### config.mk
export PLATFORM = sky130hd
export DESIGN_NAME = conv_mac_pipe
export DESIGN_NICKNAME = d
export VERILOG_FILES = /design/src/logic/lenet_mac_pkg.sv /design/src/logic/accumulate_stage.sv /design/src/logic/activation_stage.sv /design/src/logic/adder_tree_stage.sv /design/src/logic/approx_mult_8x8.sv /design/src/logic/conv_mac_pipe.sv /design/src/logic/product_stage.sv
export SDC_FILE = /design/constraint.sdc
export NUM_CORES = 1
export LEC_CHECK = 0
export BUFFER_PORTS_ARGS = -buffer_cell sky130_fd_sc_hd__buf_2
export CORE_ASPECT_RATIO = 1.4
export CORE_UTILIZATION = 36
export DETAILED_ROUTE_END_ITERATION = 10
export PLACE_DENSITY = 0.6
export SLEW_MARGIN = 20
export SYNTH_ARGS = -nofsm -noshare
export SYNTH_HDL_FRONTEND = slang
export SYNTH_SLANG_ARGS = --single-unit
### constraint.sdc
create_clock -name clk -period 7.3 [get_ports clk]
set_clock_uncertainty 0.2 [all_clocks]
set_input_delay 0.365 -clock clk [delete_from_list [all_inputs] [get_ports clk]]
set_output_delay 0.365 -clock clk [all_outputs]
set_load 0.02 [all_outputs]
### src/logic/lenet_mac_pkg.sv
package lenet_mac_pkg;

    // ~~~~~~~~~~~~~~~~~~~~
    // widths
    localparam int lanes_c  = 4;
    localparam int data_w_c = 8;
    localparam int prod_w_c = 2 * data_w_c;

    // one row sum has room for the carries of the lane adder tree.
    localparam int row_w_c  = prod_w_c + $clog2(lanes_c);
    localparam int acc_w_c  = 24;

    // ~~~~~~~~~~~~~~~~~~~~
    // stage payloads

    // one kernel row of activations and weights.
    typedef struct packed {
        logic                             valid;
        logic                             first;
        logic                             last;
        logic [lanes_c-1:0][data_w_c-1:0] act;
        logic [lanes_c-1:0][data_w_c-1:0] wgt;
    } mac_beat_t;

    typedef struct packed {
        logic                             valid;
        logic                             first;
        logic                             last;
        logic [lanes_c-1:0][prod_w_c-1:0] product;
    } prod_beat_t;

    typedef struct packed {
        logic               valid;
        logic               first;
        logic               last;
        logic [row_w_c-1:0] sum;
    } row_sum_t;

    // the window total carries no frame flags, it only exists on a last row.
    typedef struct packed {
        logic               valid;
        logic [acc_w_c-1:0] total;
    } win_total_t;

endpackage

### src/logic/accumulate_stage.sv
module accumulate_stage
    import lenet_mac_pkg::*;
#(
    parameter int ACC_W = acc_w_c,
    parameter int ROW_W = row_w_c
) (
    input  logic       clk,
    input  logic       reset,
    input  row_sum_t   row,
    output win_total_t total
);

    logic [ACC_W-1:0] acc_q;
    logic [ACC_W-1:0] acc_base;
    logic [ACC_W:0]   acc_next;

    if (ACC_W != acc_w_c || ROW_W > ACC_W) begin : g_width_check
        $error("accumulate_stage: ACC_W must equal acc_w_c and hold a row sum");
    end

    // a first row restarts the window, whatever was left over before.
    always_comb begin
        acc_base = row.first ? '0 : acc_q;
        acc_next = {1'b0, acc_base} + {{(ACC_W + 1 - ROW_W){1'b0}}, row.sum};
    end

    // ~~~~~~~~~~~~~~~~~~~~
    // running total

    always_ff @(posedge clk) begin
        if (reset) begin
            acc_q       <= '0;
            total.valid <= 1'b0;
        end else begin
            if (row.valid) begin
                acc_q <= acc_next[ACC_W-1:0];
            end
            total.valid <= row.valid & row.last;
        end
    end

    // the total includes the closing row itself.
    always_ff @(posedge clk) begin
        if (row.valid && row.last) begin
            total.total <= acc_next[ACC_W-1:0];
        end
    end

    a_no_overflow : assert property (
        @(posedge clk) disable iff (reset)
        row.valid |-> !acc_next[ACC_W]
    ) else $error("accumulate_stage: window total overflowed the accumulator");

endmodule

### src/logic/activation_stage.sv
module activation_stage
    import lenet_mac_pkg::*;
#(
    parameter int ACC_W = acc_w_c,
    parameter int SHIFT = 6
) (
    input  logic                clk,
    input  logic                reset,
    input  win_total_t          total,
    output logic                out_valid,
    output logic [data_w_c-1:0] out_act
);

    logic [ACC_W-1:0] shifted;
    logic             saturate;

    // the shift rescales the window total back to activation range.
    assign shifted  = total.total >> SHIFT;
    assign saturate = |shifted[ACC_W-1:data_w_c];

    always_ff @(posedge clk) begin
        if (reset) begin
            out_valid <= 1'b0;
        end else begin
            out_valid <= total.valid;
        end
    end

    // anything past 8 bits clips to full scale.
    always_ff @(posedge clk) begin
        if (total.valid) begin
            if (saturate) begin
                out_act <= '1;
            end else begin
                out_act <= shifted[data_w_c-1:0];
            end
        end
    end

endmodule

### src/logic/adder_tree_stage.sv
module adder_tree_stage
    import lenet_mac_pkg::*;
#(
    parameter int LANES = lanes_c,
    parameter int ROW_W = row_w_c
) (
    input  logic       clk,
    input  logic       reset,
    input  prod_beat_t prod,
    output row_sum_t   row
);

    // heap layout, leaves sit at LANES-1 and up, node i adds 2i+1 and 2i+2.
    logic [ROW_W-1:0] node [2*LANES-1];

    if (ROW_W != row_w_c) begin : g_width_check
        $error("adder_tree_stage: ROW_W does not match the row sum struct");
    end

    always_comb begin
        for (int i = 0; i < LANES; i++) begin
            node[LANES-1+i] = ROW_W'(prod.product[i]);
        end
        for (int i = LANES - 2; i >= 0; i--) begin
            node[i] = node[2*i+1] + node[2*i+2];
        end
    end

    always_ff @(posedge clk) begin
        row.sum <= node[0];
        if (reset) begin
            row.valid <= 1'b0;
            row.first <= 1'b0;
            row.last  <= 1'b0;
        end else begin
            row.valid <= prod.valid;
            row.first <= prod.first;
            row.last  <= prod.last;
        end
    end

endmodule

### src/logic/approx_mult_8x8.sv
module approx_mult_8x8 (
    input  logic [7:0]  x,
    input  logic [7:0]  y,
    output logic [15:0] z
);

    logic [7:0]  pp [8];
    logic [12:0] sp_a;
    logic [12:0] sp_b;
    logic [12:0] sp_c;
    logic [12:0] sp_d;
    logic [12:0] sp_e;

    // row i holds y gated by bit i of x.
    for (genvar i = 0; i < 8; i++) begin : g_pp
        assign pp[i] = y & {8{x[i]}};
    end

    // ~~~~~~~~~~~~~~~~~~~~
    // sparse compression of the lower rows

    // only a fixed handful of neighbouring bits from rows zero to five survive.
    // Each is folded into one of five 13-bit vectors.
    always_comb begin
        sp_a = '0;
        sp_b = '0;
        sp_c = '0;
        sp_d = '0;
        sp_e = '0;

        sp_a[1]  = pp[0][1] ^ pp[1][0];
        sp_a[3]  = pp[2][1] ^ pp[3][0];
        sp_a[4]  = pp[4][0];
        sp_a[5]  = pp[2][3] & pp[3][2];
        sp_a[7]  = pp[0][6] | pp[1][5];
        sp_a[8]  = pp[2][5] | pp[3][4];
        sp_a[9]  = pp[2][7] & pp[3][6];
        sp_a[10] = pp[3][7];
        sp_a[11] = pp[4][6] & pp[5][5];
        sp_a[12] = pp[5][7];

        sp_b[7]  = pp[0][7] ^ pp[1][6];
        sp_b[8]  = pp[2][6] | pp[3][5];
        sp_b[9]  = pp[2][7] | pp[3][6];
        sp_b[10] = pp[4][5] & pp[5][4];
        sp_b[11] = pp[4][7] & pp[5][6];

        sp_c[7]  = pp[2][4] | pp[3][3];
        sp_c[8]  = pp[4][3] | pp[5][2];
        sp_c[9]  = pp[4][5] ^ pp[5][4];
        sp_c[10] = pp[4][6] ^ pp[5][5];
        sp_c[11] = pp[4][7] | pp[5][6];

        sp_d[7]  = pp[4][3] & pp[5][2];
        sp_d[8]  = pp[4][4] & pp[5][3];

        sp_e[8]  = pp[4][4] ^ pp[5][3];
    end

    // ~~~~~~~~~~~~~~~~~~~~
    // final sum

    // rows six and seven go in exactly. The sum wraps at 16 bits.
    assign z = {2'b00, pp[6], 6'b0}
             + {1'b0, pp[7], 7'b0}
             + {3'b000, sp_a}
             + {3'b000, sp_b}
             + {3'b000, sp_c}
             + {3'b000, sp_d}
             + {3'b000, sp_e};

endmodule

### src/logic/conv_mac_pipe.sv
module conv_mac_pipe
    import lenet_mac_pkg::*;
#(
    parameter int LANES = lanes_c,
    parameter int ACC_W = acc_w_c,
    parameter int SHIFT = 6
) (
    input  logic                clk,
    input  logic                reset,
    input  mac_beat_t           in_beat,
    output logic                out_valid,
    output logic [data_w_c-1:0] out_act
);

    // a row sum needs one extra bit per level of the lane tree.
    localparam int ROW_W = prod_w_c + $clog2(LANES);

    prod_beat_t prod;
    row_sum_t   row;
    win_total_t total;

    // ~~~~~~~~~~~~~~~~~~~~
    // four stages, one cycle each

    product_stage #(
        .LANES (LANES)
    ) i_product_stage (
        .clk     (clk),
        .reset   (reset),
        .in_beat (in_beat),
        .prod    (prod)
    );

    adder_tree_stage #(
        .LANES (LANES),
        .ROW_W (ROW_W)
    ) i_adder_tree_stage (
        .clk   (clk),
        .reset (reset),
        .prod  (prod),
        .row   (row)
    );

    accumulate_stage #(
        .ACC_W (ACC_W),
        .ROW_W (ROW_W)
    ) i_accumulate_stage (
        .clk   (clk),
        .reset (reset),
        .row   (row),
        .total (total)
    );

    activation_stage #(
        .ACC_W (ACC_W),
        .SHIFT (SHIFT)
    ) i_activation_stage (
        .clk       (clk),
        .reset     (reset),
        .total     (total),
        .out_valid (out_valid),
        .out_act   (out_act)
    );

endmodule

### src/logic/product_stage.sv
module product_stage
    import lenet_mac_pkg::*;
#(
    parameter int LANES = lanes_c
) (
    input  logic       clk,
    input  logic       reset,
    input  mac_beat_t  in_beat,
    output prod_beat_t prod
);

    logic [LANES-1:0][prod_w_c-1:0] lane_prod;

    // the beat structs are sized by the package lane count.
    if (LANES != lanes_c) begin : g_lanes_check
        $error("product_stage: LANES must equal lanes_c");
    end

    for (genvar lane = 0; lane < LANES; lane++) begin : g_lane
        approx_mult_8x8 i_mult (
            .x (in_beat.act[lane]),
            .y (in_beat.wgt[lane]),
            .z (lane_prod[lane])
        );
    end

    always_ff @(posedge clk) begin
        prod.product <= lane_prod;
        if (reset) begin
            prod.valid <= 1'b0;
            prod.first <= 1'b0;
            prod.last  <= 1'b0;
        end else begin
            prod.valid <= in_beat.valid;
            prod.first <= in_beat.first;
            prod.last  <= in_beat.last;
        end
    end

    // frame flags only ride on real beats, so the accumulator never sees a
    // window opened or closed by a bubble.
    a_flags_need_valid : assert property (
        @(posedge clk) disable iff (reset)
        !in_beat.valid |-> !(in_beat.first || in_beat.last)
    ) else $error("product_stage: first or last set on a beat with valid low");

endmodule

==> impl_metrics.prom, run 1 <==
# TYPE chip_impl_metric gauge
chip_impl_info{name="status",value="complete, no violations"} 1
chip_impl_metric{name="io_pins",unit=""} 78
chip_impl_metric{name="synth_edf_count",unit=""} 26
chip_impl_metric{name="buffer_ports.inserted",unit=""} 77
chip_impl_metric{name="yosys.cell_types.count",unit=""} 64
chip_impl_info{name="worstHoldEndpoint",value="i_product_stage.prod[17]$_DFF_P_"} 1
chip_impl_metric{name="final_area",unit="um^2"} 12400
chip_impl_metric{name="critical_path_buf_inv_count",unit=""} 0
chip_impl_metric{name="global_route.overflow_total",unit=""} 0
chip_impl_info{name="ys_top_cells_by_count",value="ha_1 (157), inv_1 (117), dfxtp_1 (104)"} 1
chip_impl_info{name="timing.setup.critical_path_class",value="flop to flop"} 1
chip_impl_metric{name="synth_sequential_area_ratio",unit=""} 0.263
chip_impl_metric{name="post-cts-setup-buffer-count",unit=""} 0
chip_impl_metric{name="finalWirelength",unit="um"} 21100
chip_impl_metric{name="number_of_placed_cells_counting_well_taps",unit=""} 1561
chip_impl_metric{name="reg2regPathDepth",unit=""} 15
chip_impl_metric{name="drv_slew",unit=""} 0
chip_impl_metric{name="floorplan.die.width",unit="um"} 149
chip_impl_metric{name="clock_buffers_created_by_tritoncts",unit=""} 17
chip_impl_metric{name="timing.hold.worst_path_depth",unit=""} 3
chip_impl_metric{name="grtUsageTotal",unit=""} 0.144
chip_impl_metric{name="synth_area",unit="um^2"} 10900
chip_impl_metric{name="arrival",unit="ps"} 4210
chip_impl_info{name="crit-reg2reg-launch",value="i_product_stage.prod[19]$_DFF_P_"} 1
chip_impl_metric{name="yosys.area.top_type_share",unit=""} 0.191
chip_impl_metric{name="worst_ep_required_time",unit="ps"} 7410
chip_impl_info{name="regToRegEndpoint",value="i_adder_tree_stage.row[16]$_DFF_P_"} 1
chip_impl_metric{name="final_nets",unit=""} 1505
chip_impl_metric{name="utilization",unit=""} 0.414
chip_impl_metric{name="yosys_warnings",unit=""} 0
chip_impl_metric{name="grt_antenna_before_repair",unit=""} 0
chip_impl_metric{name="worst-r2r-setup-slack",unit="ps"} 3200
chip_impl_info{name="start_kind",value="flop"} 1
chip_impl_metric{name="design.die.area",unit="um^2"} 31000
chip_impl_metric{name="maximum_number_of_pins_on_one_net_before_global_route_repair",unit=""} 38
chip_impl_metric{name="timing_worst_slew_pin_value",unit="ps"} 828
chip_impl_metric{name="clock_insertion_delay_worst_skew",unit="ps"} 420
chip_impl_info{name="hold_path.startpoint",value="in_beat[9]"} 1
chip_impl_metric{name="slew-limit-headroom",unit=""} 0.448
chip_impl_info{name="cts_root_buf",value="clkbuf_16"} 1
chip_impl_metric{name="finalWeightedCongestion",unit=""} 0.839
chip_impl_metric{name="fin_ws",unit="ps"} 3200
chip_impl_metric{name="peakVddDrop",unit="mV"} 0.378
chip_impl_metric{name="power_density",unit="nW/um^2"} 393
chip_impl_metric{name="antenna_cells",unit=""} 0
chip_impl_metric{name="synth_nets",unit=""} 1421
chip_impl_metric{name="placed_area",unit="um^2"} 11700
chip_impl_metric{name="route.antenna.remaining_nets",unit=""} 0
chip_impl_metric{name="rows",unit=""} 75
chip_impl_metric{name="number_of_global_route_vias_before_repair",unit=""} 8002
chip_impl_info{name="netlist_top_cells_area",value="dfxtp_1 (19%), ha_1 (18%), fa_1 (15%)"} 1
chip_impl_metric{name="dr.pass1.iters",unit=""} 7
chip_impl_metric{name="floorplan.die.height",unit="um"} 208
chip_impl_metric{name="floorplan.initialDensity",unit=""} 0.365
chip_impl_metric{name="fraction_of_registers_with_async_set_reset",unit=""} 0
chip_impl_metric{name="post_drt_wl_per_cell",unit="um"} 13.2
chip_impl_info{name="critical-path-slowest-cell",value="a2111oi_1"} 1
chip_impl_metric{name="critical_path.max_stage_delay",unit="ps"} 620
chip_impl_metric{name="critPathMaxFanout",unit=""} 4
chip_impl_metric{name="fin_hold_ws",unit="ps"} 26.4
chip_impl_metric{name="detail_route.vias_per_cell",unit=""} 4.91
chip_impl_metric{name="synth.ff_latch_count",unit=""} 130
chip_impl_metric{name="power_leakage",unit="nW"} 5.81
chip_impl_metric{name="drive_gt1_frac",unit=""} 0.108
chip_impl_metric{name="fmax",unit="MHz"} 244
chip_impl_metric{name="finalSetupViolations",unit=""} 0
chip_impl_metric{name="clock_slew_at_reported_path_ffs",unit="ps"} 60
chip_impl_metric{name="areaGrowthSynthToFinish",unit="%"} 13.4
chip_impl_info{name="series_of_cell_instances_along_the_critical_path",value="ha_1 > fa_1 > a21o_1 > a21oi_1 > o21ai_0 > a2111oi_1 > nor2_1 > xnor2_1 > ha_1 > and4_1 > a22o_1 > a21o_1 > nor4_1 > o21ai_0 > xor2_1"} 1
chip_impl_metric{name="num_vias",unit=""} 7835
chip_impl_metric{name="dp_hpwl",unit="um"} 17100
chip_impl_info{name="rsz_0062_raised_after_global_routing",value="no"} 1
chip_impl_metric{name="cap_violations",unit=""} 0
chip_impl_metric{name="cts_htree_levels",unit=""} 4
chip_impl_metric{name="final_min_period_over_clock_period",unit=""} 0.562
chip_impl_metric{name="power",unit="mW"} 4.86
chip_impl_info{name="cell_class_contributing_the_biggest_share_of_worst_path_delay",value="compound AO/OA/AOI/OAI gates"} 1
chip_impl_metric{name="floorplan.core_area",unit="um^2"} 29800
chip_impl_metric{name="finalHoldViolations",unit=""} 0
chip_impl_metric{name="detail_route.iter0.violations",unit=""} 196
chip_impl_metric{name="clkSinkCount",unit=""} 130
chip_impl_info{name="synthMostInstantiatedCell",value="ha_1"} 1
chip_impl_info{name="hold_path_class",value="input pin to flop"} 1
chip_impl_metric{name="synthesis.instances",unit=""} 1115
chip_impl_info{name="critical_path.endpoint_type",value="flop"} 1
chip_impl_info{name="synth_largest_area_cell",value="dfxtp_1"} 1
chip_impl_metric{name="finalSetupTns",unit="ps"} 0
chip_impl_metric{name="grt_first_pass_wirelength",unit="um"} 36200
chip_impl_metric{name="cts_max_path_buffers",unit=""} 2
chip_impl_info{name="cts_tree",value="built"} 1
chip_impl_metric{name="post-route-drc-count",unit=""} 0
chip_impl_info{name="ys_dominant_reg_cell",value="dfxtp_1"} 1
chip_impl_metric{name="place_ws",unit="ps"} 3050
chip_impl_metric{name="postSynthAreaPerCell",unit="um^2"} 9.77
chip_impl_metric{name="fin_cells",unit=""} 1597
chip_impl_metric{name="finalCriticalPeriod",unit="ps"} 4100
==> layout by cell type, fill, tap and decap left out, types with 5 or more instances in the layout <==
| cell type | synthesis | layout |
|---|---|---|
| or2_2 | 8 | 8 |
| xnor2_1 | 59 | 59 |
| a21o_1 | 21 | 21 |
| nand2_1 | 73 | 73 |
| a31oi_1 | 6 | 6 |
| clkbuf_16 | 0 | 19 |
| and2_1 | 86 | 86 |
| and4_1 | 7 | 7 |
| fa_1 | 80 | 80 |
| a211oi_1 | 8 | 8 |
| nor2b_1 | 29 | 29 |
| o21a_1 | 6 | 6 |
| ha_1 | 157 | 157 |
| nor2_1 | 52 | 52 |
| edfxtp_1 | 26 | 26 |
| nand3_1 | 9 | 9 |
| o21bai_1 | 15 | 15 |
| xor2_1 | 29 | 29 |
| buf_2 | 1 | 77 |
| mux2i_1 | 14 | 14 |
| a22oi_1 | 13 | 13 |
| a21oi_1 | 54 | 54 |
| inv_1 | 117 | 117 |
| o21ai_0 | 27 | 27 |
| a22o_1 | 13 | 13 |
| and3_1 | 5 | 5 |
| nor3_1 | 7 | 7 |
| dfxtp_1 | 104 | 104 |
| nand4_1 | 8 | 8 |
| nand2b_1 | 14 | 14 |
==> cell type report <==
cell class	instances	area, um^2
Multi-Input combinational cell	849	7510
Fill cell	2981	17500
Sequential cell	130	2860
Timing Repair Buffer	83	440
Tap cell	385	482
Clock buffer	22	497
Inverter	118	443
Clock inverter	10	121
==> sequential cells by signal, summed over array words and instances, names as in the netlist <==
signal and cells:
i_activation_stage.out_valid 1, i_accumulate_stage.acc_q 23, i_product_stage.prod 59, i_adder_tree_stage.row 20
i_activation_stage.out_act 8, i_accumulate_stage.total 19
==> metal layers <==
| metal | vias up | wire length [um] | global-route usage |
|---|---|---|---|
| met5 | - | 0 | 0 |
| met4 | 0 | 385 | 0.0475 |
| met3 | 23 | 533 | 0.0253 |
| met2 | 108 | 11000 | 0.266 |
| met1 | 3732 | 9240 | 0.165 |
| li1 | 3972 | - | - |
==> worst min-delay path: cells and delay by family <==
kind | cells | cell delay [ps]
and+or+nand+nor | 1 | 60
buffers and inverters | 1 | 120
xor gates and xnor gates | 1 | 50
==> logic make-up after synthesis <==
| group | count (synthesis) | share of synthesized area |
|---|---|---|
| compound gates | 196 | 0.125 |
| fa+ha+maj | 237 | 0.327 |
| simple gates | 314 | 0.154 |
| mux | 14 | 0.0129 |
| xor+xnor | 88 | 0.0707 |
| flops | 130 | 0.263 |
| buf+inv | 136 | 0.0477 |
==> power by group <==
| group | leakage, nW | switching [mW] | internal, mW | total (mW) |
|---|---|---|---|---|
| sequential | 1.07 | 0.0661 | 0.962 | 1.03 |
| clock | 0.290 | 0.324 | 0.554 | 0.878 |
| combinational | 4.45 | 1.62 | 1.34 | 2.96 |
| total | 5.81 | 2.01 | 2.86 | 4.86 |
==> timing repair <==
action	CTS	global route
gates resized for setup	0	0
hold buffers	4	0
endpoints found under the hold margin	4	0
==> how the worst max path moves through the flow <==
stage | from | end | slack, ps | cells after the start
final | i_product_stage.prod[19]$_DFF_P_ | i_adder_tree_stage.row[16]$_DFF_P_ | 3200 | 15
after global routing | i_product_stage.prod[19]$_DFF_P_ | i_adder_tree_stage.row[16]$_DFF_P_ | 2860 | 15
after CTS | i_product_stage.prod[19]$_DFF_P_ | i_adder_tree_stage.row[16]$_DFF_P_ | 3150 | 15
after detailed placement | in_beat[59] | i_product_stage.prod[63]$_DFF_P_ | 3050 | 17
after global placement | in_beat[59] | i_product_stage.prod[63]$_DFF_P_ | 3110 | 17
after floorplan | in_beat[14] | i_product_stage.prod[31]$_DFF_P_ | 3290 | 16
No activity file was read; power rests on OpenSTA's default activity.
==> run 2, diff against run 1 <==
- PLACE_DENSITY: 0.6 -> 0.62
- clock period: 7.3 -> 3.3 ns (I/O delays scaled with it)
==> run 2 against run 1 <==
  * The run now ends with negative setup slack left
  * Largest cell class unchanged
  * Sequential share of layout area is 3.9 points lower
  * Critical path type unchanged
  * Highest routed layer unchanged
  * Worst setup slack got worse by 3400 ps
  * Via count up 10%
  * Critical endpoint unchanged
  * Sequential power grew 120%
  * Cell area up 20%
==> impl_metrics.prom, run 2 (same netlist as run 1, synthesis figures left out) <==
# TYPE chip_impl_metric gauge
chip_impl_info{name="status",value="finished with violations"} 1
chip_impl_info{name="failed_checks",value="negative setup slack"} 1
chip_impl_info{name="cell_class_contributing_the_biggest_share_of_worst_path_delay",value="compound AO/OA/AOI/OAI gates"} 1
chip_impl_metric{name="clock_slew_at_reported_path_ffs",unit="ps"} 60
chip_impl_info{name="regToRegEndpoint",value="i_adder_tree_stage.row[16]$_DFF_P_"} 1
chip_impl_metric{name="fin_cells",unit=""} 1794
chip_impl_info{name="hold_path.startpoint",value="in_beat[35]"} 1
chip_impl_metric{name="fin_ws",unit="ps"} -189
chip_impl_metric{name="finalHoldViolations",unit=""} 0
chip_impl_metric{name="final_min_period_over_clock_period",unit=""} 1.06
chip_impl_metric{name="worst_ep_required_time",unit="ps"} 3400
chip_impl_metric{name="met3WireLength",unit="um"} 503
chip_impl_metric{name="detail_route.iter0.violations",unit=""} 205
chip_impl_metric{name="power_leakage",unit="nW"} 6.87
chip_impl_info{name="series_of_cell_instances_along_the_critical_path",value="ha_4 > fa_2 > a21o_1 > a21oi_2 > o21ai_2 > a2111oi_4 > nor2_1 > xnor2_1 > ha_2 > and4_1 > a22o_1 > a21o_1 > nor4_4 > o21ai_1 > xor2_1"} 1
chip_impl_metric{name="drv_slew",unit=""} 0
chip_impl_metric{name="floorplan.core_area",unit="um^2"} 29800
chip_impl_metric{name="buffer_ports.inserted",unit=""} 77
chip_impl_metric{name="peakVddDrop",unit="mV"} 0.895
chip_impl_metric{name="worst-r2r-setup-slack",unit="ps"} -190
chip_impl_metric{name="route.antenna.remaining_nets",unit=""} 0
chip_impl_metric{name="post-route-drc-count",unit=""} 0
chip_impl_metric{name="global_route.overflow_total",unit=""} 0
chip_impl_metric{name="dr.pass1.iters",unit=""} 4
chip_impl_metric{name="rows",unit=""} 75
chip_impl_metric{name="slew-limit-headroom",unit=""} 0.438
chip_impl_info{name="rsz_0062_raised_after_global_routing",value="yes"} 1
chip_impl_info{name="cts_tree",value="built"} 1
chip_impl_metric{name="maximum_number_of_pins_on_one_net_before_global_route_repair",unit=""} 38
chip_impl_metric{name="critical_path_buf_inv_count",unit=""} 0
chip_impl_metric{name="drt-met1-wl",unit="um"} 9630
chip_impl_info{name="critPathMostFrequentCell",value="a21o_1"} 1
chip_impl_metric{name="finalWirelength",unit="um"} 24000
chip_impl_metric{name="design.die.area",unit="um^2"} 31000
chip_impl_info{name="critical_path.endpoint_type",value="flop"} 1
chip_impl_metric{name="floorplan.die.width",unit="um"} 149
chip_impl_metric{name="clock_insertion_delay_worst_skew",unit="ps"} 420
chip_impl_info{name="registers.top_by_ff_count",value="i_product_stage.prod"} 1
chip_impl_metric{name="grt_first_pass_wirelength",unit="um"} 41000
chip_impl_metric{name="reg2regPathDepth",unit=""} 15
chip_impl_metric{name="detail_route.vias_per_cell",unit=""} 4.82
chip_impl_metric{name="timing.hold.worst_path_depth",unit=""} 4
chip_impl_metric{name="routed-wl-met2",unit="um"} 13200
chip_impl_metric{name="cts_htree_levels",unit=""} 4
chip_impl_metric{name="areaGrowthSynthToFinish",unit="%"} 36.6
chip_impl_metric{name="dp_hpwl",unit="um"} 19100
chip_impl_metric{name="place_ws",unit="ps"} -598
chip_impl_metric{name="power",unit="mW"} 13.1
chip_impl_info{name="worstHoldEndpoint",value="i_product_stage.prod[3]$_DFF_P_"} 1
chip_impl_metric{name="cts_max_path_buffers",unit=""} 2
chip_impl_metric{name="num_vias",unit=""} 8643
chip_impl_metric{name="post_drt_wl_per_cell",unit="um"} 13.4
chip_impl_metric{name="largest_register_ffs",unit=""} 59
chip_impl_metric{name="final_nets",unit=""} 1702
chip_impl_metric{name="cap_violations",unit=""} 0
chip_impl_metric{name="multi_input_area",unit="um^2"} 8240
chip_impl_metric{name="clock_buffers_created_by_tritoncts",unit=""} 17
chip_impl_metric{name="number_of_global_route_vias_before_repair",unit=""} 9116
chip_impl_metric{name="floorplan.initialDensity",unit=""} 0.365
chip_impl_metric{name="count_of_filler_cells_inserted_in_the_layout",unit=""} 2722
chip_impl_metric{name="floorplan.die.height",unit="um"} 208
chip_impl_metric{name="power_density",unit="nW/um^2"} 877
chip_impl_metric{name="drive_gt1_frac",unit=""} 0.296
chip_impl_metric{name="antenna_cells",unit=""} 0
chip_impl_metric{name="utilization",unit=""} 0.499
chip_impl_info{name="layout_common_cells",value="buf_4 (154), ha_1 (116), inv_1 (100)"} 1
chip_impl_metric{name="critical_path.max_stage_delay",unit="ps"} 340
chip_impl_info{name="cts_root_buf",value="clkbuf_16"} 1
chip_impl_metric{name="number_of_placed_cells_counting_well_taps",unit=""} 1702
chip_impl_info{name="critical-path-slowest-cell",value="fa_2"} 1
chip_impl_metric{name="clkSinkCount",unit=""} 130
chip_impl_metric{name="critPathMaxFanout",unit=""} 2
chip_impl_info{name="start_kind",value="flop"} 1
chip_impl_info{name="reg.largest.list",value="i_product_stage.prod: 59 flops, i_accumulate_stage.acc_q: 23 flops, i_adder_tree_stage.row: 20 flops"} 1
chip_impl_metric{name="timing_worst_slew_pin_value",unit="ps"} 843
chip_impl_info{name="maxUsedRoutingLayer",value="met4"} 1
chip_impl_metric{name="finalWeightedCongestion",unit=""} 0.850
chip_impl_metric{name="finalSetupViolations",unit=""} 8
chip_impl_metric{name="fmax",unit="MHz"} 287
chip_impl_metric{name="arrival",unit="ps"} 3590
chip_impl_metric{name="grtUsageTotal",unit=""} 0.164
chip_impl_metric{name="finalSetupTns",unit="ps"} -546
chip_impl_info{name="layout_commonest_cell",value="buf_4"} 1
chip_impl_metric{name="io_pins",unit=""} 78
chip_impl_info{name="timing.setup.critical_path_class",value="flop to flop"} 1
chip_impl_info{name="crit-reg2reg-launch",value="i_product_stage.prod[19]$_DFF_P_"} 1
chip_impl_metric{name="grt_antenna_before_repair",unit=""} 0
chip_impl_metric{name="seqCellArea",unit="um^2"} 2870
chip_impl_metric{name="finalCriticalPeriod",unit="ps"} 3490
chip_impl_info{name="hold_path_class",value="input pin to flop"} 1
## run 2: tightest hold or removal path, stage by stage
cell	delay (ps)
buf_2	140
buf_4	140
nand2_1	60
xor2_1	90
## run 2: how the worst max path moves through the flow
stage | startpoint | endpoint | depth (start not counted)
2_1_floorplan | in_beat[14] | i_product_stage.prod[31]$_DFF_P_ | 17
3_3_place_gp | in_beat[44] | i_product_stage.prod[31]$_DFF_P_ | 18
3_5_place_dp | in_beat[44] | i_product_stage.prod[31]$_DFF_P_ | 18
4_1_cts | i_product_stage.prod[19]$_DFF_P_ | i_adder_tree_stage.row[16]$_DFF_P_ | 15
5_1_grt | i_product_stage.prod[19]$_DFF_P_ | i_adder_tree_stage.row[16]$_DFF_P_ | 15
6_report | i_product_stage.prod[19]$_DFF_P_ | i_adder_tree_stage.row[16]$_DFF_P_ | 15
## run 2: per-layer routing
layer / global-route usage / up-vias
met4: 0.0591 / 0
met2: 0.313 / 116
li1: - / 4359
met5: 0 / -
met1: 0.179 / 4128
met3: 0.0226 / 40
## run 2: timing repair
item | CTS | global route
gates resized for setup | 96 | 44
pin swaps | 91 | 55
endpoints found under the setup margin | 13 | 27
hold endpoints to repair | 23 | 1
hold buffers | 46 | 1
buffers inserted | 10 | 9
## run 2: final cells by class
class	instances	share of cell area
clock inverter	11	0.00815
clock buffer	21	0.0331
tap	385	0.0324
sequential	130	0.193
timing repair buffer	280	0.150
inverter	118	0.0298
multi-input combinational	849	0.554
## run 2: stage by stage
| step | instance area [um^2] | hold WS [ps] |
|---|---|---|
| finish | 14900 | 19.0 |
| global route | 14900 | 18.0 |
| CTS | 14700 | 0.833 |
| detailed placement | 13200 | 186 |
| global placement | 13200 | 194 |
| floorplan | 11300 | 86.7 |
## run 2: report_power, final
part,switching (mW),total (mW),internal (mW),leakage (nW)
combinational,4.31,8.86,4.55,5.50
clock,0.706,1.93,1.22,0.296
sequential,0.139,2.27,2.13,1.07
==> run 3, diff against run 2 <==
- CTS_BUF_LIST: unset -> sky130_fd_sc_hd__clkbuf_16
==> run 3 against run 2 <==
  * The run still ends with negative setup slack left
  * Clock-buffer cell count down 2
  * Via count down 0.12%
  * Non-clock buffer count down 2
  * Die area unchanged
  * Worst setup slack better by 7.2 ps
  * Total power down 1.3%
  * Critical path depth unchanged
  * First-iteration DRC count down 2.4%
  * Worst hold slack better by 1.9 ps
  * Cell count down 0.11%
==> impl_metrics.prom, run 3 (same netlist as run 1, synthesis figures left out) <==
# TYPE chip_impl_metric gauge
chip_impl_metric{name="design.die.area",unit="um^2"} 31000
chip_impl_metric{name="clkSinkCount",unit=""} 130
chip_impl_metric{name="finalWirelength",unit="um"} 24000
chip_impl_metric{name="clock_insertion_delay_worst_skew",unit="ps"} 420
chip_impl_metric{name="share_seq_of_total_power",unit=""} 0.176
chip_impl_info{name="hold_path_class",value="input pin to flop"} 1
chip_impl_info{name="reg.largest.list",value="i_product_stage.prod: 59 flops, i_accumulate_stage.acc_q: 23 flops, i_adder_tree_stage.row: 20 flops"} 1
chip_impl_metric{name="clock_slew_at_reported_path_ffs",unit="ps"} 60
chip_impl_metric{name="maximum_number_of_pins_on_one_net_before_global_route_repair",unit=""} 38
chip_impl_metric{name="power",unit="mW"} 12.9
chip_impl_metric{name="rows",unit=""} 75
chip_impl_metric{name="areaGrowthSynthToFinish",unit="%"} 36.4
chip_impl_metric{name="internal-power",unit="mW"} 7.79
chip_impl_metric{name="timing_worst_slew_pin_value",unit="ps"} 832
chip_impl_metric{name="critical_path_buf_inv_count",unit=""} 0
chip_impl_metric{name="cts_htree_levels",unit=""} 4
chip_impl_metric{name="floorplan.die.height",unit="um"} 208
chip_impl_metric{name="grtUsageTotal",unit=""} 0.164
chip_impl_info{name="registers.top_by_ff_count",value="i_product_stage.prod"} 1
chip_impl_metric{name="finalSetupViolations",unit=""} 6
chip_impl_metric{name="post_drt_wl_per_cell",unit="um"} 13.4
chip_impl_metric{name="drv_slew",unit=""} 0
chip_impl_info{name="timing.setup.critical_path_class",value="flop to flop"} 1
chip_impl_metric{name="power_density",unit="nW/um^2"} 867
chip_impl_metric{name="buffer_ports.inserted",unit=""} 77
chip_impl_metric{name="power_leakage",unit="nW"} 6.86
chip_impl_info{name="status",value="finished with violations"} 1
chip_impl_metric{name="drive_gt1_frac",unit=""} 0.295
chip_impl_info{name="critical-path-slowest-cell",value="fa_2"} 1
chip_impl_metric{name="arrival",unit="ps"} 3580
chip_impl_metric{name="fin_ws",unit="ps"} -182
chip_impl_metric{name="critPathMaxFanout",unit=""} 2
chip_impl_info{name="failed_checks",value="negative setup slack"} 1
chip_impl_metric{name="fin_hold_ws",unit="ps"} 20.9
chip_impl_info{name="rsz_0062_raised_after_global_routing",value="yes"} 1
chip_impl_metric{name="floorplan.die.width",unit="um"} 149
chip_impl_info{name="cts_root_buf",value="clkbuf_16"} 1
chip_impl_info{name="critPathMostFrequentCell",value="a21o_1"} 1
chip_impl_metric{name="number_of_placed_cells_counting_well_taps",unit=""} 1702
chip_impl_metric{name="switching_part_of_the_total",unit=""} 0.396
chip_impl_metric{name="power.share.clock",unit=""} 0.147
chip_impl_info{name="cell_class_contributing_the_biggest_share_of_worst_path_delay",value="compound AO/OA/AOI/OAI gates"} 1
chip_impl_info{name="layout_common_cells",value="buf_4 (152), ha_1 (115), inv_1 (101)"} 1
chip_impl_metric{name="slew-limit-headroom",unit=""} 0.446
chip_impl_metric{name="finalSetupTns",unit="ps"} -437
chip_impl_info{name="start_kind",value="flop"} 1
chip_impl_metric{name="io_pins",unit=""} 78
chip_impl_metric{name="grt_antenna_before_repair",unit=""} 0
chip_impl_metric{name="route.antenna.remaining_nets",unit=""} 0
chip_impl_metric{name="floorplan.initialDensity",unit=""} 0.365
chip_impl_metric{name="grt_first_pass_wirelength",unit="um"} 41000
chip_impl_metric{name="final_min_period_over_clock_period",unit=""} 1.06
chip_impl_info{name="critical_path.endpoint_type",value="flop"} 1
chip_impl_metric{name="p_sw",unit="mW"} 5.10
chip_impl_metric{name="finalCriticalPeriod",unit="ps"} 3480
chip_impl_metric{name="final_nets",unit=""} 1700
chip_impl_metric{name="post-route-drc-count",unit=""} 0
chip_impl_metric{name="critical_path.max_stage_delay",unit="ps"} 340
chip_impl_metric{name="cap_violations",unit=""} 0
chip_impl_metric{name="peakVddDrop",unit="mV"} 0.890
chip_impl_metric{name="fmax",unit="MHz"} 287
chip_impl_metric{name="utilization",unit=""} 0.498
chip_impl_info{name="cts_tree",value="built"} 1
chip_impl_metric{name="global_route.overflow_total",unit=""} 0
chip_impl_info{name="layout_commonest_cell",value="buf_4"} 1
chip_impl_metric{name="clock_buffers_created_by_tritoncts",unit=""} 17
chip_impl_metric{name="floorplan.core_area",unit="um^2"} 29800
chip_impl_metric{name="placed_area",unit="um^2"} 13200
chip_impl_metric{name="number_of_global_route_vias_before_repair",unit=""} 9121
chip_impl_metric{name="detail_route.iter0.violations",unit=""} 200
chip_impl_metric{name="reg2regPathDepth",unit=""} 15
chip_impl_metric{name="dr.pass1.iters",unit=""} 4
chip_impl_metric{name="detail_route.vias_per_cell",unit=""} 4.82
chip_impl_metric{name="worst-path-stages",unit=""} 15
chip_impl_metric{name="dp_hpwl",unit="um"} 19100
chip_impl_metric{name="worst_ep_required_time",unit="ps"} 3400
chip_impl_metric{name="final_area",unit="um^2"} 14900
chip_impl_metric{name="place_ws",unit="ps"} -598
chip_impl_metric{name="largest_register_ffs",unit=""} 59
chip_impl_metric{name="finalHoldViolations",unit=""} 0
chip_impl_info{name="series_of_cell_instances_along_the_critical_path",value="ha_4 > fa_2 > a21o_1 > a21oi_2 > o21ai_2 > a2111oi_4 > nor2_1 > xnor2_1 > ha_2 > and4_1 > a22o_1 > a21o_1 > nor4_4 > o21ai_1 > xor2_1"} 1
chip_impl_metric{name="cts_max_path_buffers",unit=""} 2
chip_impl_metric{name="combPwrFrac",unit=""} 0.677
chip_impl_metric{name="finalWeightedCongestion",unit=""} 0.850
chip_impl_metric{name="antenna_cells",unit=""} 0
chip_impl_metric{name="timing.hold.worst_path_depth",unit=""} 4
chip_impl_metric{name="fin_cells",unit=""} 1792
chip_impl_metric{name="num_vias",unit=""} 8633
## run 3: changes by cell type in the layout (fill, tap and decap cells not counted), sizes merged
cell,previous run,this run
clkinv,4,5
clkbuf,21,19
inv,120,121
buf,233,231
## run 3: worst min-delay path, cell delays in order
cell	delay (ps)
buf_2	140
buf_4	140
nand2_1	60
xor2_1	90
## run 3: final timing paths
check                                       from                                     to  slack, ps
min reg2reg  i_product_stage.prod[66]$_SDFF_PP0_  i_adder_tree_stage.row[20]$_SDFF_PP0_        240
min                                  in_beat[35]        i_product_stage.prod[3]$_DFF_P_         20
max reg2reg     i_product_stage.prod[19]$_DFF_P_     i_adder_tree_stage.row[16]$_DFF_P_       -180
max             i_product_stage.prod[19]$_DFF_P_     i_adder_tree_stage.row[16]$_DFF_P_       -180
## run 3: power groups by stage
stage               Combinational [mW]  Clock, mW  Sequential [mW]
finish                            8.72       1.90             2.27
global route                      9.71       2.01             2.30
CTS                               8.47       1.94             2.27
detailed placement                7.86          0             2.30
global placement                  7.68          0             2.30
floorplan                         5.67          0             2.24
## run 3: layout make-up
class | instances | area (um^2)
Clock buffer | 19 | 475
Clock inverter | 13 | 129
Fill cell | 2723 | 15000
Inverter | 118 | 443
Multi-Input combinational cell | 849 | 8250
Sequential cell | 130 | 2870
Tap cell | 385 | 482
Timing Repair Buffer | 278 | 2220
## run 3: repair_timing
item                                   CTS  global route
gates resized for setup                 94            45
pin swaps                               87            55
buffers inserted                        10             8
setup endpoints to repair               13            27
endpoints found under the hold margin   23             1
hold buffers                            46             1
## run 3: routing by layer
| layer | part of all wire | up-vias | track usage |
|---|---|---|---|
| met4 | 0.027 | 0 | 0.0591 |
| met1 | 0.40 | 4134 | 0.179 |
| met3 | 0.019 | 39 | 0.0226 |
| li1 | - | 4356 | - |
| met5 | 0 | - | 0 |
| met2 | 0.55 | 104 | 0.313 |
